**config.mk**
```make
export PLATFORM = sky130hd
export DESIGN_NAME = fetch_unit
export DESIGN_NICKNAME = d
export VERILOG_FILES = /design/src/source/core_pkg.sv /design/src/source/fetch_unit.sv
export SDC_FILE = /design/constraint.sdc
export NUM_CORES = 1
export LEC_CHECK = 0
export BUFFER_PORTS_ARGS = -buffer_cell sky130_fd_sc_hd__buf_2
export CAP_MARGIN = 0
export CORE_MARGIN = 3
export CORE_UTILIZATION = 25
export CTS_BUF_LIST = sky130_fd_sc_hd__clkbuf_4 sky130_fd_sc_hd__clkbuf_8
export DETAILED_ROUTE_END_ITERATION = 6
export HOLD_SLACK_MARGIN = 0.03
export PLACE_DENSITY_LB_ADDON = 0.3
export SYNTH_ARGS = -nofsm -noshare
export SYNTH_HDL_FRONTEND = slang
export SYNTH_SLANG_ARGS = --single-unit
```
**constraint.sdc**
```tcl
create_clock -name clk -period 1.5 [get_ports clk]
set_input_delay 0.3 -clock clk [delete_from_list [all_inputs] [get_ports clk]]
set_output_delay 0.3 -clock clk [all_outputs]
set_load 0.05 [all_outputs]
```
**src/source/core_pkg.sv**
```systemverilog
// Core widths, opcodes, instruction union, and stage and bus structs.
package core_pkg;

  localparam int xlen = 64;  // Register and pc width.
  localparam int ilen = 32;  // Instruction word width.
  localparam logic [xlen-1:0] reset_pc = '0;

  // Major opcodes of the supported RV64I groups.
  localparam logic [6:0] opc_op = 7'b0110011;
  localparam logic [6:0] opc_op_imm = 7'b0010011;
  localparam logic [6:0] opc_lui = 7'b0110111;
  localparam logic [6:0] opc_branch = 7'b1100011;
  localparam logic [6:0] opc_jal = 7'b1101111;

  localparam logic [1:0] resp_okay = 2'b00;
  localparam logic [2:0] insn_arprot = 3'b100;  // Instruction, secure, unprivileged.

  typedef enum logic [2:0] {
    alu_add,
    alu_sub,
    alu_and,
    alu_or,
    alu_xor,
    alu_slt,
    alu_pass_b
  } alu_op_t;

  typedef enum logic [1:0] {
    br_none,
    br_beq,
    br_bne,
    br_jal
  } branch_t;

  // One packed view per instruction format, all of them ilen bits wide.
  typedef struct packed {
    logic [6:0] funct7;
    logic [4:0] rs2;
    logic [4:0] rs1;
    logic [2:0] funct3;
    logic [4:0] rd;
    logic [6:0] opcode;
  } r_fmt_t;

  typedef struct packed {
    logic [11:0] imm;
    logic [4:0] rs1;
    logic [2:0] funct3;
    logic [4:0] rd;
    logic [6:0] opcode;
  } i_fmt_t;

  typedef struct packed {
    logic imm12;
    logic [5:0] imm10_5;
    logic [4:0] rs2;
    logic [4:0] rs1;
    logic [2:0] funct3;
    logic [3:0] imm4_1;
    logic imm11;
    logic [6:0] opcode;
  } b_fmt_t;

  typedef struct packed {
    logic [19:0] imm31_12;
    logic [4:0] rd;
    logic [6:0] opcode;
  } u_fmt_t;

  typedef struct packed {
    logic imm20;
    logic [9:0] imm10_1;
    logic imm11;
    logic [7:0] imm19_12;
    logic [4:0] rd;
    logic [6:0] opcode;
  } j_fmt_t;

  typedef union packed {
    r_fmt_t r_fmt;
    i_fmt_t i_fmt;
    b_fmt_t b_fmt;
    u_fmt_t u_fmt;
    j_fmt_t j_fmt;
  } insn_u;

  typedef struct packed {
    logic valid;
    logic [xlen-1:0] pc;
    insn_u insn;
  } fetch_out_t;

  typedef struct packed {
    logic valid;
    logic [xlen-1:0] pc;
    logic [4:0] rd;
    logic reg_write;
    alu_op_t alu_op;
    logic [xlen-1:0] op_a;
    logic [xlen-1:0] op_b;
    logic [xlen-1:0] cmp_val;  // Second branch operand.
    branch_t branch;
    logic [xlen-1:0] imm;
    logic fault;
  } decode_out_t;

  typedef struct packed {
    logic valid;
    logic [xlen-1:0] pc;
    logic [4:0] rd;
    logic reg_write;
    logic [xlen-1:0] result;
    logic [xlen-1:0] next_pc;
    logic fault;
  } exec_out_t;

  typedef struct packed {
    logic [xlen-1:0] pc;
    logic [4:0] rd;
    logic reg_write;
    logic [xlen-1:0] value;
    logic [xlen-1:0] next_pc;
    logic fault;
  } retire_t;

  typedef struct packed {
    logic [xlen-1:0] araddr;
    logic [2:0] arprot;
  } axi_ar_t;

  typedef struct packed {
    logic [ilen-1:0] rdata;
    logic [1:0] rresp;
  } axi_r_t;

endpackage
```
**src/source/fetch_unit.sv**
```systemverilog
// Instruction fetch: pc register, next-pc load, AXI4-Lite read master and fault hold.
`timescale 1ns/1ps

module fetch_unit (
  input  logic                    clk,
  input  logic                    reset,
  input  logic                    redirect_valid,
  input  logic [core_pkg::xlen-1:0] redirect_pc,
  input  logic                    redirect_fault,
  output logic                    arvalid,
  input  logic                    arready,
  output core_pkg::axi_ar_t       ar,
  input  logic                    rvalid,
  output logic                    rready,
  input  core_pkg::axi_r_t        r,
  output core_pkg::fetch_out_t    fetch_out
);
  import core_pkg::*;

  // Issue drives AR, wait accepts R, idle waits for execute to resolve the next pc.
  typedef enum logic [1:0] {
    st_issue,
    st_wait,
    st_idle
  } fetch_state_t;

  fetch_state_t state;
  logic [xlen-1:0] pc;
  logic halted;  // Set by a faulting instruction and never cleared until reset.

  always_ff @(posedge clk) begin
    if (reset) begin
      state <= st_issue;  // The first read goes out as soon as reset drops.
      pc <= reset_pc;
      halted <= 1'b0;
    end else begin
      case (state)
        st_issue: begin
          if (arready) begin
            state <= st_wait;
          end
        end
        st_wait: begin
          if (rvalid) begin
            state <= st_idle;
          end
        end
        st_idle: begin
          // Execute hands back the resolved next pc one cycle before retire.
          if (redirect_valid && !halted) begin
            pc <= redirect_pc;
            halted <= redirect_fault;
            if (!redirect_fault) begin
              state <= st_issue;
            end
          end
        end
        default: begin
          state <= st_idle;
        end
      endcase
    end
  end

  // The address stays on the bus unchanged until arready, since pc only moves in idle.
  assign arvalid = (state == st_issue);
  assign ar.araddr = pc;
  assign ar.arprot = insn_arprot;

  assign rready = (state == st_wait);  // High only while the read is outstanding.

  // The response goes straight to decode in the handshake cycle.
  // An error response becomes an all-zero word, which decode rejects.
  assign fetch_out.valid = rvalid && rready;
  assign fetch_out.pc = pc;
  assign fetch_out.insn = (r.rresp == resp_okay) ? r.rdata : '0;

endmodule

```
# After elaboration in Yosys (flattened, before gate mapping)
# Cells that the tools add are included.
classes:
  eq_ne: 6
  n_reduce_logical: 7
  mux: 6
ops:
  columns: ["operator", "n"]
  rows:
  - ["32-bit two-way mux", 1]
  - ["2-bit two-way mux", 4]
  - ["2-bit != test, second input constant", 3]
  - ["2-bit case mux with 3 select lines", 1]
  - ["2-bit logical NOT", 2]
  - ["4-bit AND reduction", 1]
  - ["2-bit by 1-bit == test with 1-bit output, second input constant", 1]
  - ["2-bit == test, second input constant", 1]
  - ["1-bit logical AND", 2]
  - ["2-bit by 1-bit != test with 1-bit output, second input constant", 1]
  - ["2-bit AND reduction", 1]
  - ["1-bit logical NOT", 1]
word_totals:
  reg_bits: 67
  inputBits: 104
  elab_cells: 22
  output_inout_bits: 166

# Logic depth before layout (Yosys ltp)
logic_depth:
  depth_word: 4
  depth_mapped: 4
  depth_no_buf: 2

# Worst setup path after synthesis
# No wires, ideal clock.
synth_timing:
  kind: "flip-flop to output port"
  startpoint: "register state[0]"
  endpoint: "output fetch_out[96] (netlist bit)"
  path_buffers: 0
  arrival_time_ps: 1668
  path_slack_ps: -468
  required_ps: 1200
  path_stages_with_launch: 3
  cell_sequence: "dfxtp_1 > nor2b_1 > and2_1"
synth_lines:
  columns: ["element", "line_no", "rtl"]
  rows:
  - ["from (decl)", "fetch_unit.sv:27", "fetch_state_t state;"]
  - ["from (signal assigned)", "fetch_unit.sv:33", "state <= st_issue;"]
  - ["from (signal assigned)", "fetch_unit.sv:40", "state <= st_wait;"]
  - ["from (signal assigned)", "fetch_unit.sv:45", "state <= st_idle;"]
  - ["to (decl)", "fetch_unit.sv:16", "output core_pkg::fetch_out_t fetch_out"]

==> results.md <==
- Status: finished, final reports clean
- Die extent in x: 128 um
- Maximum root-to-sink buffer count: 2
- Syn Inst Count: around 400
- First-pass GRT wire length: between 10,000 and 15,000 um
- Post-synth cell types: 20
- Total grt overflow: 0
- Hold_ws: about 210 ps
- Fmax achieved: 0.693 GHz
- Top-area cell type share of the netlist area: 0.358
- Clk_lat worst skew: around 340 ps
- Initial drt markers: 73
- CTS Buf Count: 9
- Final hold vios: 0
- Largest net degree at the start of global routing: about 80
- Clock tree root driver cell: clkbuf_8
- Setup WS post-layout: 57.3 ps
- Total GRT Usage: 0.109
- DRT antenna net count: 0
- H-Tree Depth: 3
- Num ports: 270
- Syn-to-layout area delta: 33.7%
- # DRC: 0
- Reg2Reg Setup Slack: between 150 and 200 ps
- Critical path launch point type: input pin
- Crit Path Category: input pin to output port
- Vias in the first global route: slightly below 3k
- Seq/Total Area, Yosys: 0.358
- Avg WL per Cell: approximately 12 um
- Max IR drop VDD: roughly 0.45 mV
- P_int: about 3 mW
- Final Setup Violations: 0
- Fill cell count: between 1k and 1.5k
- Largest area contributor in the netlist: dfxtp_1
- Site Rows: 44
- Drt pass-1 iters: 4
- Clk sinks: 67
- Share of layout cells above drive strength 1: 0.492
- Post-Place Setup Slack: approximately 53 ps
- Crit end category: output port
- Comb power frac: 0.200
- Ant. Diodes: 0
- Nets: a little under 700
- Syn. warnings: 0
- Net switching power figure: 1.25 mW
- Post-CTS setup buffers: 0
- HPWL after detailed placement: roughly 7200 um
- Arr. time, crit path: 1140 ps
- Commonest non-fill, non-tap cells in the layout: buf_2 (258), nand2b_1 (129), dfxtp_1 (65)
- Mean post-synth cell area: about 9.4 um^2
- Via-per-instance ratio: a little over 4
- CTS tree: yes
- Hold crit path type: input pin to flop
- Post-Synthesis Cell Area: between 3000 and 4000 um^2
- Max_cap viols: 0
- Initial antenna violation count: 0
- Reg clk slew, reported paths: 80 ps
- Worst clock skew: ~9.9 ps
- Most common cell after layout, fill and taps aside: buf_2
- RSZ-0062 raised after global routing: true
- Final wirelength: around 9400 um
- Switching Share: 0.293
- Pwr/cell area: ~850 nW/um^2
- Area of the die: 16,500 um^2
- DR vias: 3,136
- Clock power share: 0.370
- Height of the die: 128 um
- Port Buf Inserts: 266
- Starting Density: 0.257
- Hold_buf cts: 0
- Top post-synthesis cells by area: dfxtp_1 (36%), nand2b_1 (22%), mux2i_1 (17%), buf_4 (14%), and2_1 (5.5%)
- Core footprint: 14,600 um^2
- Crit-path max FO: 22
- Flop pwr share: 0.430
- Min Tclk post-route: 1440 ps
- Leak Pwr: between 2 and 2.5 nW
- Tcrit/Tclk final: 0.962
- Seq cells post-synth: 67
- Worst EP required: between 1000 and 1500 ps
- Slew Viols, Final: 0
- Final TNS setup: 0 ps
- Final estimated routing congestion in global placement: 0.787
==> cells by family after synthesis <==
logic type,Yosys count,synth area share
buffers and inverters,92,0.178
other,2,0.00201
AOI/OAI and AO/OA,3,0.00568
muxes,64,0.171
and+or+nand+nor,170,0.285
DFF,67,0.358
==> Yosys cell counts <==
| master | count |
|---|---|
| inv_1 | 1 |
| buf_2 | 1 |
| nor4b_1 | 1 |
| conb_1 | 2 |
| or2b_1 | 1 |
| nor2b_1 | 2 |
| and4bb_1 | 1 |
| mux2i_1 | 64 |
| buf_6 | 1 |
| buf_8 | 5 |
| nor2_1 | 2 |
| a21oi_1 | 1 |
| nand2b_1 | 129 |
| nor3_1 | 1 |
| clkbuf_1 | 16 |
| a211oi_1 | 1 |
| and2_1 | 33 |
| buf_4 | 68 |
| a22o_1 | 1 |
| dfxtp_1 | 67 |
==> layout make-up <==
cell class	instances	area (um^2)	share of cell area
well taps	184	230	0.0460
flip-flops and latches	67	1350	0.269
multi-input cells	240	1750	0.350
clock buffers	13	166	0.0333
clock inverters	3	46.3	0.00925
inverters	1	3.75	0.000750
repair buffers	272	1460	0.291
==> sequential cells by signal, indices dropped and copies added, names as in the netlist <==
signal	cells
state	2
pc	64
halted	1
==> worst paths after layout <==
check | start | endpoint | depth (start not counted)
max | r[1] | fetch_out[13] | 5
min | redirect_pc[13] | pc[13] | 3
min reg2reg | pc[20] | pc[20] | 2
max reg2reg | state[0] | pc[3] | 3
==> critical path, cell delays in order <==
cell    delay, ps
buf_2          90
nor2_1        160
buf_6         190
and2_1        140
buf_2         260
==> through the flow <==
step / instance area [um^2] / power, mW / instances / util
4_1_cts: 4980 / 4.37 / 780 / 0.341
6_report: 5000 / 4.27 / 780 / 0.343
5_1_grt: 5000 / 4.51 / 780 / 0.343
3_5_place_dp: 4750 / 2.73 / 764 / 0.326
3_3_place_gp: 4750 / 2.72 / 764 / 0.326
2_1_floorplan: 3760 / 2.51 / 399 / -
==> power by group through the flow <==
stage	registers [mW]	clock network (mW)	logic [mW]
after floorplan	1.97	0	0.536
after global placement	1.88	0	0.846
after detailed placement	1.88	0	0.851
after CTS	1.84	1.68	0.856
after global routing	1.84	1.76	0.911
final	1.84	1.58	0.854
==> layer usage <==
layer / up-vias / GRT usage / routed length (um)
met3: 17 / 0.0245 / 656
met1: 1418 / 0.134 / 3810
met4: 0 / 0.0556 / 225
met2: 130 / 0.179 / 4680
met5: - / 0 / 0
li1: 1571 / - / -
==> timing repair <==
item / 4_1_cts / 5_1_grt
gates resized for setup: 4 / 11
setup endpoints to repair: 2 / 24
pin swaps: 0 / 1
No activity file was read; power rests on OpenSTA's default activity.
