[src/source/core_pkg.sv]
// Core widths, opcodes, instruction union, and stage and bus structs.
package core_pkg;

  localparam int xlen = 64;  // Register and pc width.
  localparam int ilen = 32;  // Instruction word width.
  localparam logic [xlen-1:0] reset_pc = '0;

  // Major opcodes of the supported RV64I groups.
  localparam logic [6:0] opc_op = 7'b0110011;
  localparam logic [6:0] opc_op_imm = 7'b0010011;
  localparam logic [6:0] opc_lui = 7'b0110111;
  localparam logic [6:0] opc_branch = 7'b1100011;
  localparam logic [6:0] opc_jal = 7'b1101111;

  localparam logic [1:0] resp_okay = 2'b00;
  localparam logic [2:0] insn_arprot = 3'b100;  // Instruction, secure, unprivileged.

  typedef enum logic [2:0] {
    alu_add,
    alu_sub,
    alu_and,
    alu_or,
    alu_xor,
    alu_slt,
    alu_pass_b
  } alu_op_t;

  typedef enum logic [1:0] {
    br_none,
    br_beq,
    br_bne,
    br_jal
  } branch_t;

  // One packed view per instruction format, all of them ilen bits wide.
  typedef struct packed {
    logic [6:0] funct7;
    logic [4:0] rs2;
    logic [4:0] rs1;
    logic [2:0] funct3;
    logic [4:0] rd;
    logic [6:0] opcode;
  } r_fmt_t;

  typedef struct packed {
    logic [11:0] imm;
    logic [4:0] rs1;
    logic [2:0] funct3;
    logic [4:0] rd;
    logic [6:0] opcode;
  } i_fmt_t;

  typedef struct packed {
    logic imm12;
    logic [5:0] imm10_5;
    logic [4:0] rs2;
    logic [4:0] rs1;
    logic [2:0] funct3;
    logic [3:0] imm4_1;
    logic imm11;
    logic [6:0] opcode;
  } b_fmt_t;

  typedef struct packed {
    logic [19:0] imm31_12;
    logic [4:0] rd;
    logic [6:0] opcode;
  } u_fmt_t;

  typedef struct packed {
    logic imm20;
    logic [9:0] imm10_1;
    logic imm11;
    logic [7:0] imm19_12;
    logic [4:0] rd;
    logic [6:0] opcode;
  } j_fmt_t;

  typedef union packed {
    r_fmt_t r_fmt;
    i_fmt_t i_fmt;
    b_fmt_t b_fmt;
    u_fmt_t u_fmt;
    j_fmt_t j_fmt;
  } insn_u;

  typedef struct packed {
    logic valid;
    logic [xlen-1:0] pc;
    insn_u insn;
  } fetch_out_t;

  typedef struct packed {
    logic valid;
    logic [xlen-1:0] pc;
    logic [4:0] rd;
    logic reg_write;
    alu_op_t alu_op;
    logic [xlen-1:0] op_a;
    logic [xlen-1:0] op_b;
    logic [xlen-1:0] cmp_val;  // Second branch operand.
    branch_t branch;
    logic [xlen-1:0] imm;
    logic fault;
  } decode_out_t;

  typedef struct packed {
    logic valid;
    logic [xlen-1:0] pc;
    logic [4:0] rd;
    logic reg_write;
    logic [xlen-1:0] result;
    logic [xlen-1:0] next_pc;
    logic fault;
  } exec_out_t;

  typedef struct packed {
    logic [xlen-1:0] pc;
    logic [4:0] rd;
    logic reg_write;
    logic [xlen-1:0] value;
    logic [xlen-1:0] next_pc;
    logic fault;
  } retire_t;

  typedef struct packed {
    logic [xlen-1:0] araddr;
    logic [2:0] arprot;
  } axi_ar_t;

  typedef struct packed {
    logic [ilen-1:0] rdata;
    logic [1:0] rresp;
  } axi_r_t;

endpackage
[src/source/execute_unit.sv]
// Execute stage: ALU, branch comparison and next-pc target for the fetch redirect.
`timescale 1ns/1ps

module execute_unit (
  input  logic                  clk,
  input  logic                  reset,
  input  core_pkg::decode_out_t decode_in,
  output core_pkg::exec_out_t   exec_out
);
  import core_pkg::*;

  logic [xlen-1:0] alu_result;
  logic [xlen-1:0] pc_plus4;
  logic [xlen-1:0] target;
  logic taken;
  exec_out_t exec_next;

  always_comb begin
    case (decode_in.alu_op)
      alu_add: alu_result = decode_in.op_a + decode_in.op_b;
      alu_sub: alu_result = decode_in.op_a - decode_in.op_b;
      alu_and: alu_result = decode_in.op_a & decode_in.op_b;
      alu_or: alu_result = decode_in.op_a | decode_in.op_b;
      alu_xor: alu_result = decode_in.op_a ^ decode_in.op_b;
      alu_slt: begin
        // Signed compare, the result is 0 or 1.
        alu_result = {{(xlen - 1){1'b0}},
                      $signed(decode_in.op_a) < $signed(decode_in.op_b)};
      end
      alu_pass_b: alu_result = decode_in.op_b;
      default: alu_result = '0;
    endcase
  end

  assign pc_plus4 = decode_in.pc + 64'd4;
  assign target = decode_in.pc + decode_in.imm;  // Branch and jump targets are pc relative.

  always_comb begin
    case (decode_in.branch)
      br_beq: taken = (decode_in.op_a == decode_in.cmp_val);
      br_bne: taken = (decode_in.op_a != decode_in.cmp_val);
      br_jal: taken = 1'b1;
      default: taken = 1'b0;
    endcase
  end

  always_comb begin
    exec_next.valid = decode_in.valid;
    exec_next.pc = decode_in.pc;
    exec_next.rd = decode_in.rd;
    exec_next.reg_write = decode_in.reg_write;
    exec_next.fault = decode_in.fault;
    exec_next.next_pc = taken ? target : pc_plus4;
    // JAL links the return address; everything else writes the ALU value.
    if (decode_in.branch == br_jal) begin
      exec_next.result = pc_plus4;
    end else begin
      exec_next.result = alu_result;
    end
  end

  // The registered result also serves as the redirect into fetch.
  always_ff @(posedge clk) begin
    exec_out <= exec_next;
    if (reset) begin
      exec_out.valid <= 1'b0;
    end
  end

endmodule

[config.mk]
export PLATFORM = sky130hd
export DESIGN_NAME = execute_unit
export DESIGN_NICKNAME = d
export VERILOG_FILES = /design/src/source/core_pkg.sv /design/src/source/execute_unit.sv
export SDC_FILE = /design/constraint.sdc
export NUM_CORES = 1
export LEC_CHECK = 0
export BUFFER_PORTS_ARGS = -buffer_cell sky130_fd_sc_hd__buf_2
export CAP_MARGIN = 10
export CORE_AREA = 5 5 247 249
export CTS_BUF_LIST = sky130_fd_sc_hd__clkbuf_8
export DETAILED_ROUTE_END_ITERATION = 10
export DIE_AREA = 0 0 252 254
export GPL_ROUTABILITY_DRIVEN = 0
export GPL_TIMING_DRIVEN = 1
export PLACE_DENSITY_LB_ADDON = 0.05
export SKIP_LAST_GASP = 1
export SYNTH_ARGS = -nofsm -noshare
export SYNTH_HDL_FRONTEND = slang
export SYNTH_SLANG_ARGS = --single-unit
[constraint.sdc]
create_clock -name clk -period 4.4 [get_ports clk]
set_input_delay 0.88 -clock clk [delete_from_list [all_inputs] [get_ports clk]]
set_output_delay 0.88 -clock clk [all_outputs]
set_load 0.02 [all_outputs]
# Word level (Yosys, flattened, before mapping)
# Index checks and enable logic that the tools add are counted.
dict set report word_totals {
  mem_count 0
  regBits 200
  ram_bits 0
  rom_bits 0
  in_bits 335
  latchBits 0
  output_inout_bits 200
}
dict set report classes {
  reduce_logical 1
  n_addsub 4
  shift 0
  n_div 0
  eq_ne 11
  n_bitwise 3
  multipliers 0
  mux 4
  order_cmp 1
}
# op n
set ops {}
lappend ops {{one-hot mux 64 bit (7 select lines)} 1}
lappend ops {{adder 64 bit} 2}
lappend ops {{two-way mux 64 bit} 2}
lappend ops {{adder 64 x 3 -> 64 bit (second input constant)} 1}
lappend ops {{AND 64 bit} 1}
lappend ops {{== test 64 bit} 1}
lappend ops {{< comparator 64 bit} 1}
lappend ops {{inequality test 64 bit} 1}
lappend ops {{bitwise OR 64 bit} 1}
lappend ops {{subtractor 64 bit} 1}
lappend ops {{bitwise XOR 64 bit} 1}
lappend ops {{== test 3 bit (second input constant)} 3}
lappend ops {{== test 3 x 2 -> 1 bit (second input constant)} 2}
lappend ops {{== test 2 bit (second input constant)} 2}
lappend ops {{== test 3 x 1 -> 1 bit (second input constant)} 1}
lappend ops {{zero test 3 bit} 1}
lappend ops {{one-hot mux 1 bit (3 select lines)} 1}
lappend ops {{== test 2 x 1 -> 1 bit (second input constant)} 1}

# Logic depth before layout (Yosys ltp)
dict set report depth {
  ltp_word 3
  depth_mapped 15
  depth_no_buf 14
}

# Worst setup path after synthesis
# Ideal clock, no wire load.
dict set report synth_timing {
  path_kind {input-to-reg}
  from {input decode_in[148] (netlist name)}
  to {register exec_out[123] (netlist name)}
  arrival_time_ns 3.685
  stages 14
  required_time_ns 4.262
  path_buffers 1
  slack_ns 0.578
  cell_sequence {inv_1 -> ha_1 -> clkbuf_1 -> nand2_1 -> or3_1 -> nor2_1 -> o21ai_0 -> a2111oi_2 -> o2111ai_1 -> and2_1 -> o31ai_1 -> mux2_2 -> o21ai_0 -> o221ai_1}
}
# element line_no
set synth_lines {}
lappend synth_lines {{start: declaration} execute_unit.sv:7} ;# input core_pkg::decode_out_t decode_in,
lappend synth_lines {{end signal: assignment} execute_unit.sv:64} ;# exec_out <= exec_next;
lappend synth_lines {{end: declaration} execute_unit.sv:8} ;# output core_pkg::exec_out_t exec_out

==> flow_metrics.py <==
metrics = {
    "run_status": {
        "status": "complete, no violations",
    },
    "synth": {
        "synth_edf_count": 0,
        "avgSynthCellArea_um2": 7.404,
        "async_flop_share": 0,
        "ys_seq_area_frac": 0.1723,
        "synthFlopType": "dfxtp_1",
        "yosysTopAreaCellShare": 0.1723,
        "synth_area_leaders": "dfxtp_1, ha_1, a21oi_1, xnor2_1, nor2_1",
        "synthTopCellsByCount": "a21oi_1, ha_1, nor2_1, nand2_1, inv_1",
        "synth_cell_types": 105,
        "synthCells": 3138,
        "synthesis.area_um2": 23230,
        "syn_nets": 3763,
        "synth-seq-cells": 200,
        "yosys.area.top_type": "dfxtp_1",
        "synth_most_common_cell": "a21oi_1",
        "ys_warn_count": 0,
    },
    "run": {
        "cap_violations": 0,
    },
    "power": {
        "seqPwrFrac": 0.284,
        "pwr-share-comb": 0.536,
        "ir_drop_v": 0.0002243,
        "clkPwrFrac": 0.180,
        "power.internal_mw": 3.945,
        "power.total_mw": 7.385,
        "switching_share": 0.4658,
        "cellLeakagePower_nw": 13.77,
        "powerDensity_nw_per_um2": 253.2,
        "net-switching-power_mw": 3.440,
    },
    "sta": {
        "max-slew-margin-rel": 0.3704,
        "clock.fmax_ghz": 0.2342,
        "hold_slack_ns": 0.3883,
        "hold_viol": 0,
        "timing.final.ws_setup_ns": 0.1309,
        "setup_viol": 0,
        "finalMaxSlewViolations": 0,
        "rsz0062_at_grt": "false",
        "fin_crit_sh": 0.9703,
        "tightest_slew_ns": 0.9377,
        "fin_crit_ns": 4.269,
    },
    "die": {
        "die_y_um": 254,
        "core-area_um2": 58460,
        "rows": 89,
        "start_util": 0.3974,
        "die_x_um": 252,
        "die-area_um2": 64010,
        "io-pin-count": 535,
    },
    "placement": {
        "dp_slack_ns": -0.3895,
        "hpwl_mm": 97.70,
        "io_buffers": 534,
        "dpl_cell_area_um2": 28730,
    },
    "route": {
        "drtIter0Drc": 3225,
        "dr.pass1.iters": 7,
        "drc_errors": 0,
        "num_vias": 27710,
        "drtAntennaViolNets": 0,
        "totalWireLength_mm": 117.7,
        "viasPerCell": 5.969,
        "wl_per_cell_um": 25.36,
    },
    "critical_path": {
        "critPathCapture": "exec_out[93]",
        "startpoint": "decode_in[131]",
        "startpoint_type": "primary input",
        "cp_cell_sequence": "buf_2 -> buf_4 -> ha_1 -> fa_1 -> nor2_1 -> o311a_1 -> o21ai_2 -> nor3_1 -> nor3_1 -> o21ba_2 -> o21ai_0 -> o22ai_1 -> a221oi_1 -> buf_4 -> o22ai_1",
        "critPathCaptureType": "flip-flop",
        "slowest_stage": "a221oi_1",
        "cpPeakStageDelay_ns": 0.72,
        "cp_data_arrival_time_ns": 4.76,
        "crit_fanout": 6,
        "path_class": "in -> reg",
        "cp_data_required_time_ns": 4.90,
    },
    "clock_network": {
        "clkSinkCount": 200,
        "cts_buffers": 17,
        "post_cts_resized": 0,
        "cts_setup_buffers": 0,
        "cts_root_buf": "clkbuf_8",
        "cts_tree": "built",
        "clk_pin_slew_ns": 0.18,
        "clockBufferDepth": 2,
        "htree_levels": 4,
        "hold_buffers": 0,
    },
    "layout": {
        "regMostFlops": "exec_out",
        "finalNetCount": 4472,
        "fin_util": 0.4989,
        "drive_gt1_frac": 0.2526,
        "largest_register_ff_count": 200,
        "design_area_um2": 29170,
        "reg.largest.list": "exec_out x200",
        "area_delta_synth_final_pct": 25.54,
    },
    "global_route": {
        "antenna_found_initial": 13,
        "grt_pass1_vias": 26326,
        "grt_pass1_wl_mm": 168.2,
        "track_usage": 0.3457,
        "grt-ovfl-total": 0,
        "grt_max_degree": 127,
    },
    "worst_hold_path": {
        "min_path_type": "in -> reg",
    },
}
critical path: cells and delay by family:
| family | cells | cell delay, ns |
|---|---|---|
| AO/OA/AOI/OAI | 7 | 1.90 |
| AND/OR/NAND/NOR | 3 | 0.88 |
| adder cells (fa/ha/maj) | 2 | 0.63 |
| buffers and inverters | 3 | 0.47 |
area by class of cell:
cell class,instances,area [um^2]
Antenna cell,9,22.52
Sequential cell,200,4004
Timing Repair Buffer,867,5238
Fill cell,5968,29300
Clock inverter,15,176.4
Clock buffer,17,234.0
Multi-Input combinational cell,2529,17650
Tap cell,773,967.2
Inverter,232,870.8
kinds of logic (layout without fill, tap and decap cells):
kind of cell / count (synthesis) / in the layout / synth area share
and+or+nand+nor: 914 / 914 / 0.1902
muxes: 62 / 62 / 0.02763
other: 0 / 9 / 0
buffers and inverters: 409 / 1131 / 0.06861
DFF: 200 / 200 / 0.1723
AOI/OAI and AO/OA: 1040 / 1040 / 0.3000
adders and majority gates: 290 / 290 / 0.1572
xor gates and xnor gates: 223 / 223 / 0.08407
layer usage:
layer,wire length [um],share of wire,global-route usage,vias up
li1,-,-,-,12765
met3,12310,0.10,0.08945,286
met4,6079,0.052,0.1607,6
met5,31,0.00026,0,-
met1,47970,0.41,0.4512,13033
met2,51300,0.44,0.5359,1620
worst min path at each step:
| stage | slack, ns | depth (start not counted) | startpoint | to |
|---|---|---|---|---|
| 5_1_grt | 0.34 | 1 | decode_in[265] | exec_out[132] |
| 3_5_place_dp | 0.98 | 1 | decode_in[264] | exec_out[131] |
| 6_report | 0.39 | 1 | decode_in[264] | exec_out[131] |
| 2_1_floorplan | 0.91 | 0 | decode_in[0] | exec_out[0] |
| 3_3_place_gp | 0.98 | 1 | decode_in[267] | exec_out[134] |
| 4_1_cts | 0.32 | 1 | decode_in[265] | exec_out[132] |
power groups by stage:
stage,logic (mW),registers (mW),clock network [mW]
floorplan,1.93,2.39,0
global placement,3.83,2.14,0
detailed placement,3.85,2.14,0
CTS,3.87,2.10,1.37
global route,4.20,2.12,1.43
finish,3.96,2.10,1.33
cell usage in the layout (no fill, tap or decap), types with 16 or more instances in the layout:
cell      synthesis  routed
o21a_1           18      18
o211ai_1         27      27
and3_1           30      30
nand2_1         234     233
a21oi_1         308     308
o31ai_1          29      29
buf_2            20     533
inv_1           227     227
nor2b_1          26      26
a31oi_1          29      29
and2_1           18      18
a221oi_1         23      23
or3_1            20      20
o21ai_0         170     170
xor2_1           58      58
nand2b_1         17      17
a22oi_1          16      16
o221ai_1         29      29
buf_4             5     329
xnor2_1         165     165
ha_1            287     287
nor2_1          265     263
nor4_1           30      30
nor3_1           61      61
clkbuf_8          0      17
dfxtp_1         200     200
a211oi_1         34      34
nand4_1          79      79
o21bai_1         50      50
o22ai_1          65      65
a21o_1           87      87
nand3_1          80      80
mux2i_1          54      53
stage by stage:
step	TNS, ns	instances
after CTS	0	4633
after detailed placement	-1.521	4601
after global routing	0	4640
final	0	4642
after global placement	-1.068	4600
after floorplan	0	3138
(Power assumes the default switching activity.)
