==> config.mk <==
export PLATFORM = sky130hd
export DESIGN_NAME = decode_unit
export DESIGN_NICKNAME = d
export VERILOG_FILES = /design/src/source/core_pkg.sv /design/src/source/decode_unit.sv
export SDC_FILE = /design/constraint.sdc
export NUM_CORES = 1
export LEC_CHECK = 0
export BUFFER_PORTS_ARGS = -buffer_cell sky130_fd_sc_hd__buf_4
export CAP_MARGIN = 20
export CORE_AREA = 5 5 216 218
export CTS_CLUSTER_DIAMETER = 40
export CTS_CLUSTER_SIZE = 8
export DETAILED_ROUTE_END_ITERATION = 8
export DIE_AREA = 0 0 221 223
export GPL_TIMING_DRIVEN = 0
export PLACE_DENSITY_LB_ADDON = 0.2
export SKIP_LAST_GASP = 1
export SYNTH_ARGS = -nofsm -noshare
export SYNTH_HDL_FRONTEND = slang
export SYNTH_SLANG_ARGS = --single-unit
==> constraint.sdc <==
create_clock -name clk -period 2.5 [get_ports clk]
set_clock_uncertainty 0.05 [all_clocks]
set_input_delay 0.625 -clock clk [delete_from_list [all_inputs] [get_ports clk]]
set_output_delay 0.625 -clock clk [all_outputs]
set_load 0.05 [all_outputs]
==> src/source/core_pkg.sv <==
// Core widths, opcodes, instruction union, and stage and bus structs.
package core_pkg;

  localparam int xlen = 64;  // Register and pc width.
  localparam int ilen = 32;  // Instruction word width.
  localparam logic [xlen-1:0] reset_pc = '0;

  // Major opcodes of the supported RV64I groups.
  localparam logic [6:0] opc_op = 7'b0110011;
  localparam logic [6:0] opc_op_imm = 7'b0010011;
  localparam logic [6:0] opc_lui = 7'b0110111;
  localparam logic [6:0] opc_branch = 7'b1100011;
  localparam logic [6:0] opc_jal = 7'b1101111;

  localparam logic [1:0] resp_okay = 2'b00;
  localparam logic [2:0] insn_arprot = 3'b100;  // Instruction, secure, unprivileged.

  typedef enum logic [2:0] {
    alu_add,
    alu_sub,
    alu_and,
    alu_or,
    alu_xor,
    alu_slt,
    alu_pass_b
  } alu_op_t;

  typedef enum logic [1:0] {
    br_none,
    br_beq,
    br_bne,
    br_jal
  } branch_t;

  // One packed view per instruction format, all of them ilen bits wide.
  typedef struct packed {
    logic [6:0] funct7;
    logic [4:0] rs2;
    logic [4:0] rs1;
    logic [2:0] funct3;
    logic [4:0] rd;
    logic [6:0] opcode;
  } r_fmt_t;

  typedef struct packed {
    logic [11:0] imm;
    logic [4:0] rs1;
    logic [2:0] funct3;
    logic [4:0] rd;
    logic [6:0] opcode;
  } i_fmt_t;

  typedef struct packed {
    logic imm12;
    logic [5:0] imm10_5;
    logic [4:0] rs2;
    logic [4:0] rs1;
    logic [2:0] funct3;
    logic [3:0] imm4_1;
    logic imm11;
    logic [6:0] opcode;
  } b_fmt_t;

  typedef struct packed {
    logic [19:0] imm31_12;
    logic [4:0] rd;
    logic [6:0] opcode;
  } u_fmt_t;

  typedef struct packed {
    logic imm20;
    logic [9:0] imm10_1;
    logic imm11;
    logic [7:0] imm19_12;
    logic [4:0] rd;
    logic [6:0] opcode;
  } j_fmt_t;

  typedef union packed {
    r_fmt_t r_fmt;
    i_fmt_t i_fmt;
    b_fmt_t b_fmt;
    u_fmt_t u_fmt;
    j_fmt_t j_fmt;
  } insn_u;

  typedef struct packed {
    logic valid;
    logic [xlen-1:0] pc;
    insn_u insn;
  } fetch_out_t;

  typedef struct packed {
    logic valid;
    logic [xlen-1:0] pc;
    logic [4:0] rd;
    logic reg_write;
    alu_op_t alu_op;
    logic [xlen-1:0] op_a;
    logic [xlen-1:0] op_b;
    logic [xlen-1:0] cmp_val;  // Second branch operand.
    branch_t branch;
    logic [xlen-1:0] imm;
    logic fault;
  } decode_out_t;

  typedef struct packed {
    logic valid;
    logic [xlen-1:0] pc;
    logic [4:0] rd;
    logic reg_write;
    logic [xlen-1:0] result;
    logic [xlen-1:0] next_pc;
    logic fault;
  } exec_out_t;

  typedef struct packed {
    logic [xlen-1:0] pc;
    logic [4:0] rd;
    logic reg_write;
    logic [xlen-1:0] value;
    logic [xlen-1:0] next_pc;
    logic fault;
  } retire_t;

  typedef struct packed {
    logic [xlen-1:0] araddr;
    logic [2:0] arprot;
  } axi_ar_t;

  typedef struct packed {
    logic [ilen-1:0] rdata;
    logic [1:0] rresp;
  } axi_r_t;

endpackage
==> src/source/decode_unit.sv <==
// Instruction decode: format selection, immediate generation and register read.
`timescale 1ns/1ps

module decode_unit (
  input  logic                      clk,
  input  logic                      reset,
  input  core_pkg::fetch_out_t      fetch_in,
  output logic [4:0]                rs1_addr,
  output logic [4:0]                rs2_addr,
  input  logic [core_pkg::xlen-1:0] rs1_data,
  input  logic [core_pkg::xlen-1:0] rs2_data,
  output core_pkg::decode_out_t     decode_out
);
  import core_pkg::*;

  insn_u insn;
  decode_out_t decode_next;
  logic [xlen-1:0] imm_i;
  logic [xlen-1:0] imm_u;
  logic [xlen-1:0] imm_b;
  logic [xlen-1:0] imm_j;

  assign insn = fetch_in.insn;

  // Register fields sit at the same place in every format that has them.
  assign rs1_addr = insn.r_fmt.rs1;
  assign rs2_addr = insn.r_fmt.rs2;

  assign imm_i = {{52{insn.i_fmt.imm[11]}}, insn.i_fmt.imm};
  assign imm_u = {{32{insn.u_fmt.imm31_12[19]}}, insn.u_fmt.imm31_12, 12'b0};
  assign imm_b = {{51{insn.b_fmt.imm12}}, insn.b_fmt.imm12, insn.b_fmt.imm11,
                  insn.b_fmt.imm10_5, insn.b_fmt.imm4_1, 1'b0};
  assign imm_j = {{43{insn.j_fmt.imm20}}, insn.j_fmt.imm20, insn.j_fmt.imm19_12,
                  insn.j_fmt.imm11, insn.j_fmt.imm10_1, 1'b0};

  always_comb begin
    decode_next = '0;
    decode_next.valid = fetch_in.valid;
    decode_next.pc = fetch_in.pc;
    decode_next.rd = insn.r_fmt.rd;
    decode_next.alu_op = alu_add;
    decode_next.op_a = rs1_data;
    decode_next.op_b = rs2_data;
    decode_next.cmp_val = rs2_data;
    decode_next.branch = br_none;
    case (insn.r_fmt.opcode)
      opc_op: begin
        decode_next.reg_write = 1'b1;
        case ({insn.r_fmt.funct7, insn.r_fmt.funct3})
          10'b0000000_000: decode_next.alu_op = alu_add;
          10'b0100000_000: decode_next.alu_op = alu_sub;
          10'b0000000_010: decode_next.alu_op = alu_slt;
          10'b0000000_100: decode_next.alu_op = alu_xor;
          10'b0000000_110: decode_next.alu_op = alu_or;
          10'b0000000_111: decode_next.alu_op = alu_and;
          default: decode_next.fault = 1'b1;
        endcase
      end
      opc_op_imm: begin
        decode_next.reg_write = 1'b1;
        decode_next.imm = imm_i;
        decode_next.op_b = imm_i;
        case (insn.i_fmt.funct3)
          3'b000: decode_next.alu_op = alu_add;
          3'b100: decode_next.alu_op = alu_xor;
          3'b110: decode_next.alu_op = alu_or;
          3'b111: decode_next.alu_op = alu_and;
          default: decode_next.fault = 1'b1;  // SLTI, shifts and friends are not supported.
        endcase
      end
      opc_lui: begin
        decode_next.reg_write = 1'b1;
        decode_next.alu_op = alu_pass_b;
        decode_next.imm = imm_u;
        decode_next.op_b = imm_u;
      end
      opc_branch: begin
        decode_next.imm = imm_b;
        case (insn.b_fmt.funct3)
          3'b000: decode_next.branch = br_beq;
          3'b001: decode_next.branch = br_bne;
          default: decode_next.fault = 1'b1;
        endcase
      end
      opc_jal: begin
        decode_next.reg_write = 1'b1;
        decode_next.imm = imm_j;
        decode_next.branch = br_jal;
      end
      default: decode_next.fault = 1'b1;
    endcase
    if (decode_next.fault) begin
      decode_next.reg_write = 1'b0;
    end
  end

  always_ff @(posedge clk) begin
    decode_out <= decode_next;
    if (reset) begin
      decode_out.valid <= 1'b0;
    end
  end

endmodule

Yosys cells after proc, flatten, opt, wreduce, memory -nomap -nowiden

Cells that the tools add are included.

Add/sub/neg operators: 0
Multipliers: 0
Div/mod/pow operators: 0
Magnitude comparators: 0
Equal/unequal tests: 14
Shifts and indexed selects: 0
Multiplexer cells: 12
Bitwise operators: 0
Reductions and logical operators: 7

Operators with widths:

| kind                | number |
|---|---|
| $pmux 64 s4         | 1 |
| $pmux 64 s2         | 1 |
| $eq 10x3->1 const B | 3 |
| $pmux 3 s3          | 2 |
| $pmux 3 s5          | 1 |
| $eq 7x6->1 const B  | 2 |
| $eq 7x7->1 const B  | 2 |
| $eq 10x2->1 const B | 1 |
| $eq 10x9->1 const B | 1 |
| $logic_not 10->1    | 1 |
| $eq 3x3->1 const B  | 3 |
| $pmux 2 s2          | 2 |
| $reduce_or 4->1     | 2 |
| $eq 7x5->1 const B  | 1 |
| $reduce_or 6->1     | 1 |
| $mux 1              | 4 |
| $pmux 1 s4          | 1 |
| $reduce_or 2->1     | 2 |
| $eq 3x1->1 const B  | 1 |
| $logic_not 3->1     | 1 |

Register bits: 333
Latch bits: 0
Memory bits (writable): 0
Memory bits (read-only): 0
Input port bits: 227
Memories kept: 0

Depth between registers and ports, before layout

Gate-level depths: netlist of run 1.

Depth after elaboration: 4
Mapped depth: 8

Worst setup path after synthesis of run 1

Ideal clock, no wire load.

Path kind: reg-to-output
Start point: reg, netlist name decode_out[63]
End point: out decode_out[33] (netlist bit)
Arrival time: 1464 ps
Required time: 1825 ps
Path slack: 361 ps
Cell stages (with the launch flop): 2
Buffers on the path: 1
Cell sequence: dfxtp_1 > buf_4

RTL lines:

| element       | line              | text |
|---|---|---|
| end, declared | decode_unit.sv:12 | `output core_pkg::decode_out_t decode_out` |

==> flow_results.org, run 1 <==
** Outcome
- The flow ran to the end, and the final reports show no timing, DRC or antenna violations.

** Placed design
- Routability congestion estimate from global placement :: approximately 0.76
- Port buffering added 564 buffers.
- Summed over all nets, the half-perimeter wirelength after detailed placement is roughly 26,000 um.
- Post-placement setup slack :: -371 ps
- The number of placed instances, taps included, is around 1,700.

** Die
- Count of standard-cell rows :: ~80
- Area inside the core boundary :: roughly 0.045 mm2
- The die is about 220 um tall.
- I/O pins :: between 500 and 600
- Floorplan die area :: around 0.049 mm2
- Die W :: approximately 220 um
- For this configuration, the core starts out at a cell density of between 10% and 20%.

** Layout
- Utilization after layout :: 32.6%
- Largest register by flop count :: decode_out
- Biggest regs :: decode_out: 301 flops
- In the final layout, the share of cells above drive strength 1 is just under 60%.
- The area growth from synthesis to layout is 89.7%.
- Number of flip-flops under the largest register name :: about 300
- The final layout contains between 1,000 and 1,500 nets.
- Final instance count without filler cells :: 1,824

** Yosys
- Leading post-synthesis cells by instance count :: dfxtp_1 (301), nand2_1 (50), a21o_1 (45)
- Yosys top cell by area :: dfxtp_1
- Flop and latch count out of synthesis :: ~300
- After Yosys synthesis, and, or, nand and nor cells account for around 6% of the synthesized area.
- Total number of yosys warnings :: 0
- Counting flops with a built-in enable in the synthesized netlist gives 0.
- By area the synthesized netlist is led by dfxtp_1 (78%), a21o_1 (4.4%), buf_4 (4.1%), a221o_1 (2.6%), nand2_1 (2.4%).
- For this run, the register share of the synthesized area comes to just under 80%.
- Of the total synthesized cell area, the portion taken by XOR and XNOR cells is 0%.
- Area share of fa/ha/maj cells after synthesis :: 0%
- Summing the areas of all compound-gate instances in the mapped netlist gives 9.62% of the synthesized area.
- Synthesis produced a netlist with a net count of about 800.
- After synthesis the cells add up to between 0.007 and 0.008 mm2.
- Yosys top cell area share :: between 70% and 80%
- The netlist uses 37 different library cells.
- The most used flip-flop cell after synthesis is dfxtp_1.
- Dominant combinational cell family by area after synthesis :: compound AO/OA/AOI/OAI gates
- Fraction of registers with async set/reset :: 0%
- Avg Cell Area, Syn :: roughly 14 um2
- Most frequent cell after synthesis :: dfxtp_1
- Multiplexer cells account for less than 1% of the synthesized area.
- Synth Instances :: 562

** Worst setup path
- Worst EP required :: around 1800 ps
- By startpoint and endpoint, the worst setup path is classified as reg2out.
- Startpoint type of the worst setup path :: flip-flop
- In this run the worst setup path begins at decode_out[63].
- The worst setup path is captured at a primary output.
- CP max FO :: 33
- Data on the critical path arrives at its endpoint at roughly 1700 ps.

** Timing
- At the pin with the least slew margin, the transition time is between 700 and 800 ps.
- The smallest clock period supported by the final layout is computed as approximately 2300 ps.
- Worst-case headroom to the max-slew limit :: 47.7%
- After routing, the total negative slack on setup checks comes to 0 ps.
- The final count of hold timing violations was 0.
- In the finished design, the share of the clock period the worst path needs comes to between 90% and 100%.
- Setup violations remaining at the end of the flow were counted as 0.
- Setup repair after global routing left no endpoint under its margin.
- Worst-case setup margin in the final layout :: 175 ps
- Timing would allow up to approximately 0.43 GHz.
- The number of max-slew violations in the final report came to 0.

** GRT
- Global routing used approximately an eighth of the available tracks across all layers.
- Overflow left after global routing :: 0
- The number of global-route vias before repair is roughly 7,100.
- Pin count of the biggest net entering global routing :: 34
- Wire length of the first global-routing pass :: 47,000 um
- The initial antenna violation count is 1.

** Clocking
- Clock-pin slew was measured on the worst setup and hold paths at around 50 ps.
- The clock passes through at most 3 buffers.
- Count of hold-fix buffers inserted at cts :: 0
- TritonCTS built the clock tree.
- In this run the post-CTS setup repair buffer count came out at 0.
- Number of CTS-inserted buffers :: 57
- # clock sinks :: 301
- The clock tree synthesis step divided the H-tree into 2 levels.
- Root cell of the clock tree :: clkbuf_16

** Route
- Routed wire per std cell :: about 18 um
- Total number of vias :: approximately 6,500
- The first detailed-routing pass took 4 iterations.
- For this block, the initial DRC count from the detailed router was roughly 170.
- The detail route stage leaves a number of antenna-violating nets equal to 0.
- Via density :: 3.55
- DRC violations left :: 0
- After detailed routing, the total wire length is approximately 33,000 um.

** Min path
- The min-delay analysis places its worst path in the category in2reg.
- Critical hold path startpoint :: fetch_in[47]

** Power
- Dividing total power by cell area gives a power density of between 900 and 1000 mW/mm2.
- Static Leakage :: approximately 0.0072 uW
- Worst vdd ir :: 554 uV
- The design draws about 14,000 uW.

** Flow run
- The tool flagged a number of max-cap violations equal to 0.
-- placed cells by master, fill, tap and decap left out, types with 2 or more instances in the layout --
cell type | netlist | layout
and2_1 | 7 | 7
clkinv_8 | 0 | 2
nor2_1 | 9 | 9
nand2b_1 | 2 | 2
buf_2 | 9 | 9
a21o_1 | 45 | 45
inv_1 | 4 | 4
nor3_1 | 5 | 5
clkinvlp_4 | 0 | 3
buf_6 | 2 | 2
clkinv_4 | 0 | 4
bufinv_16 | 0 | 6
a22o_1 | 5 | 5
clkbuf_8 | 0 | 10
buf_4 | 42 | 606
nand3b_1 | 3 | 3
nand3_1 | 3 | 3
clkbuf_1 | 15 | 22
clkbuf_16 | 0 | 57
clkinv_2 | 0 | 6
a221o_1 | 20 | 20
nor2b_1 | 2 | 2
nand2_1 | 50 | 50
inv_6 | 0 | 2
and3_1 | 2 | 2
o21ai_0 | 17 | 17
a31oi_1 | 2 | 2
dfxtp_1 | 301 | 300
-- power breakdown --
part	internal, uW	switching [uW]	total [uW]
logic	607	1190	1800
clock network	5040	2450	7490
registers	5050	65.2	5120
-- timing repair --
action                                 CTS  global route
gates resized for setup                  1             0
endpoints found under the hold margin    0             0
setup endpoints to repair               33             0
-- area by class of cell --
cell class / count / area [um2]
Timing Repair Buffer: 564 / 4230
Fill cell: 4632 / 30100
Sequential cell: 301 / 6030
Buffer: 68 / 439
Inverter: 4 / 15.0
Antenna cell: 1 / 2.50
Clock inverter: 23 / 318
Clock buffer: 74 / 1590
Multi-Input combinational cell: 189 / 1210
Tap cell: 600 / 751
-- layer usage --
metal  GRT usage [%]  up-vias  routed length, um
li1                -     3090                  -
met1            12.9     2965              11700
met2            22.3      353              16700
met3            6.66       65               3730
met4            5.02        0                906
met5               0        -                  0
-- metrics by stage --
step	area (um2)	hold slack, ps
2_1_floorplan	7690	603
3_3_place_gp	12700	679
3_5_place_dp	12700	680
4_1_cts	14600	44.4
5_1_grt	14600	51.4
6_report	14600	93.1
-- worst max-delay path, cell delays in order, from the launching register on --
cell     delay [ps]
dfxtp_2         670
buf_4           200
buf_4           190
-- worst paths after layout --
path	to	slack (ps)	depth (start not counted)
setup / recovery	decode_out[62]	180	2
hold / removal	decode_out[283]	90	1
-- cells by family after synthesis --
group | Yosys count
buffers and inverters | 72
AND/OR/NAND/NOR | 91
AO/OA/AOI/OAI | 97
flip-flops | 301
multiplexers | 1
Power figures use the tool's default switching activity.
==> run 2: changes to the inputs <==
PLACE_DENSITY = 0.44   (was unset)
PLACE_DENSITY_LB_ADDON = unset   (was 0.2)
==> flow_results.org, run 2 (synthesis gave the netlist of run 1 again) <==
** Outcome
- The run finished with clean final reports.

** Route
- Via density :: around 3.6
- In this run the remaining antenna-violating nets after routing total 0.
- After the first detailed-routing iteration, the DRC count stood at 218.
- DRC violations left :: 0
- The routed layout has 6,459 vias.
- First-pass iteration count of the detailed router :: 4
- Routed wire per std cell :: roughly 18 um
- Summed over all layers, the routed wires come to 32,000 um.

** GRT
- Overflow left after global routing :: 0
- The number of global-route vias before repair was between 6,000 and 7,000.
- The initial antenna violation count came to 2.
- Entering global routing, the biggest net connects 34 pins.
- For this run, the total global-route usage over all layers was measured as about an eighth.
- Wire length of the first global-routing pass :: approximately 45,000 um

** Clocking
- # clock sinks :: ~300
- Number of CTS-inserted buffers :: 53
- TritonCTS built the clock tree.
- Clock input transition at the sequential cells of the worst setup and hold paths :: around 50 ps
- Post CTS Setup Buffer Count :: 0
- Post-cts resize count :: 1
- Level count of the clock H-tree :: 2
- No sink is reached through more buffers than the 3 on the longest clock path.
- Count of hold-fix buffers inserted at cts :: 0
- The tree is rooted in a clkbuf_16.

** Worst setup path
- The signal on the critical path passes through buf_4 > buf_4.
- Worst EP required :: around 1800 ps
- Worst-path cell with the longest stage delay :: dfxtp_2
- The worst setup path is captured at a primary output.
- CP max FO :: 33
- STA classifies the critical path startpoint as a flip-flop.
- STA puts the critical path data arrival time at about 1600 ps.
- Delay of the slowest cell on the worst path :: roughly 700 ps
- Cell occurring most often along the worst timing path :: buf_4
- The critical path in this run is classified as reg2out.

** Layout
- Measured on the finished design, the core utilization comes to approximately a third.
- Once layout is complete, the cells apart from fillers number roughly 1,800.
- Biggest regs :: decode_out: 301 flops
- Largest register by flop count :: decode_out
- Most used cells in the layout excluding fill and tap cells :: buf_4 (606), dfxtp_1 (300), clkbuf_16 (55)
- The register with the most flip-flops in the layout has 301 of them.
- Area growth from synthesis to layout :: 86.8%
- After routing the design area is 0.0144 mm2.
- The library cell used most frequently in the layout, excluding fill and tap cells, is buf_4.
- Counting the fill cells in the layout gives between 4,000 and 5,000.
- In the final design database the tool counted around 1,400 nets.
- Of the cells placed in the final design, the portion with a size suffix greater than 1 is between 50% and 60%.

** Die
- The die is roughly 220 um wide.
- Count of standard-cell rows :: approximately 80
- Initial Util :: between 10% and 20%
- Floorplan die area :: 0.0493 mm2
- For this design the top-level I/O count stands at 570.
- The core region is 0.0447 mm2.
- The die is roughly 220 um tall.

** Power
- Power Density :: roughly 950 mW/mm2
- After layout, the design draws a total of approximately 14,000 uW.
- Summed over all cells, the static leakage comes to just over 0.007 uW.
- Across the VDD grid, the largest voltage drop is 497 uV.

** Timing
- Headroom to the max-slew limit came out at about two fifths.
- Setup repair after global routing left no endpoint under its margin.
- Number of hold violations in the final report :: 0
- Worst-case setup margin in the final layout :: ~180 ps
- Total count of max-transition violations in the final report :: 0
- After layout, the worst path uses approximately 93% of the clock period.
- Minimum period implied by the final worst setup slack :: roughly 2300 ps
- Setup violations remaining at the end of the flow were counted as 0.
- At the pin with the least slew margin, the transition time is 906 ps.
- For this run, the top clock speed supported by timing is 0.432 GHz.

** Min path
- In this run the worst hold path is classified as in2reg.

** Placed design
- Post-placement setup slack :: -476 ps
- The wire-length estimate of the detail-placed layout is 25,700 um.
- The number of placed instances, taps included, is 1,726.
- At the end of routability-driven placement, the weighted congestion stood at 0.747.
- After detailed placement, the total cell area comes to roughly 0.013 mm2.
- Port buffer count :: 564

** Flow run
- Maximum Capacitance Violations :: 0
## run 2: cell count changes in the layout (fill, tap and decap cells not counted), sizes merged
| cell | delta |
|---|---|
| clkbuf | -7 |
| bufinv | -2 |
| clkinv | -2 |
| clkinvlp | -1 |
| diode | +1 |
| inv | -1 |
## run 2: stage by stage
stage	hold WS, ps	TNS, ps
after floorplan	603	0
after global placement	680	-20590
after global routing	60.5	0
after CTS	61.9	0
final	119	0
after detailed placement	680	-21660
## run 2: worst max-delay path: cells and delay by family (launching register included)
| family | cells | cell delay [ps] |
|---|---|---|
| DFF | 1 | 680 |
| buffers and inverters | 2 | 390 |
## run 2: worst paths after layout
path	startpoint	end	depth (start not counted)	slack, ps
setup / recovery	decode_out[63]	decode_out[57]	2	180
hold / removal	rs1_data[6]	decode_out[201]	1	120
## run 2: final cells by class
type                       count  area [um2]  area share [%]
sequential                   301        6030            41.9
buffer                        68         439            3.06
antenna                        2        5.00          0.0348
timing repair buffer         564        4230            29.5
clock inverter                17         205            1.43
inverter                       4        15.0           0.105
clock buffer                  67        1480            10.3
tap                          600         751            5.23
multi-input combinational    189        1210            8.42
## run 2: routing by layer
metal / track usage [%] / vias to the layer above / wire length [um]
met4: 3.62 / 2 / 652
met1: 13.0 / 3000 / 11800
met5: 0 / - / 8
met2: 21.5 / 324 / 16400
met3: 5.91 / 54 / 3120
li1: - / 3079 / -
## run 2: power breakdown
| group | internal, uW | switching [uW] |
|---|---|---|
| registers | 5060 | 67.6 |
| clock network | 4510 | 2250 |
| logic | 607 | 1180 |
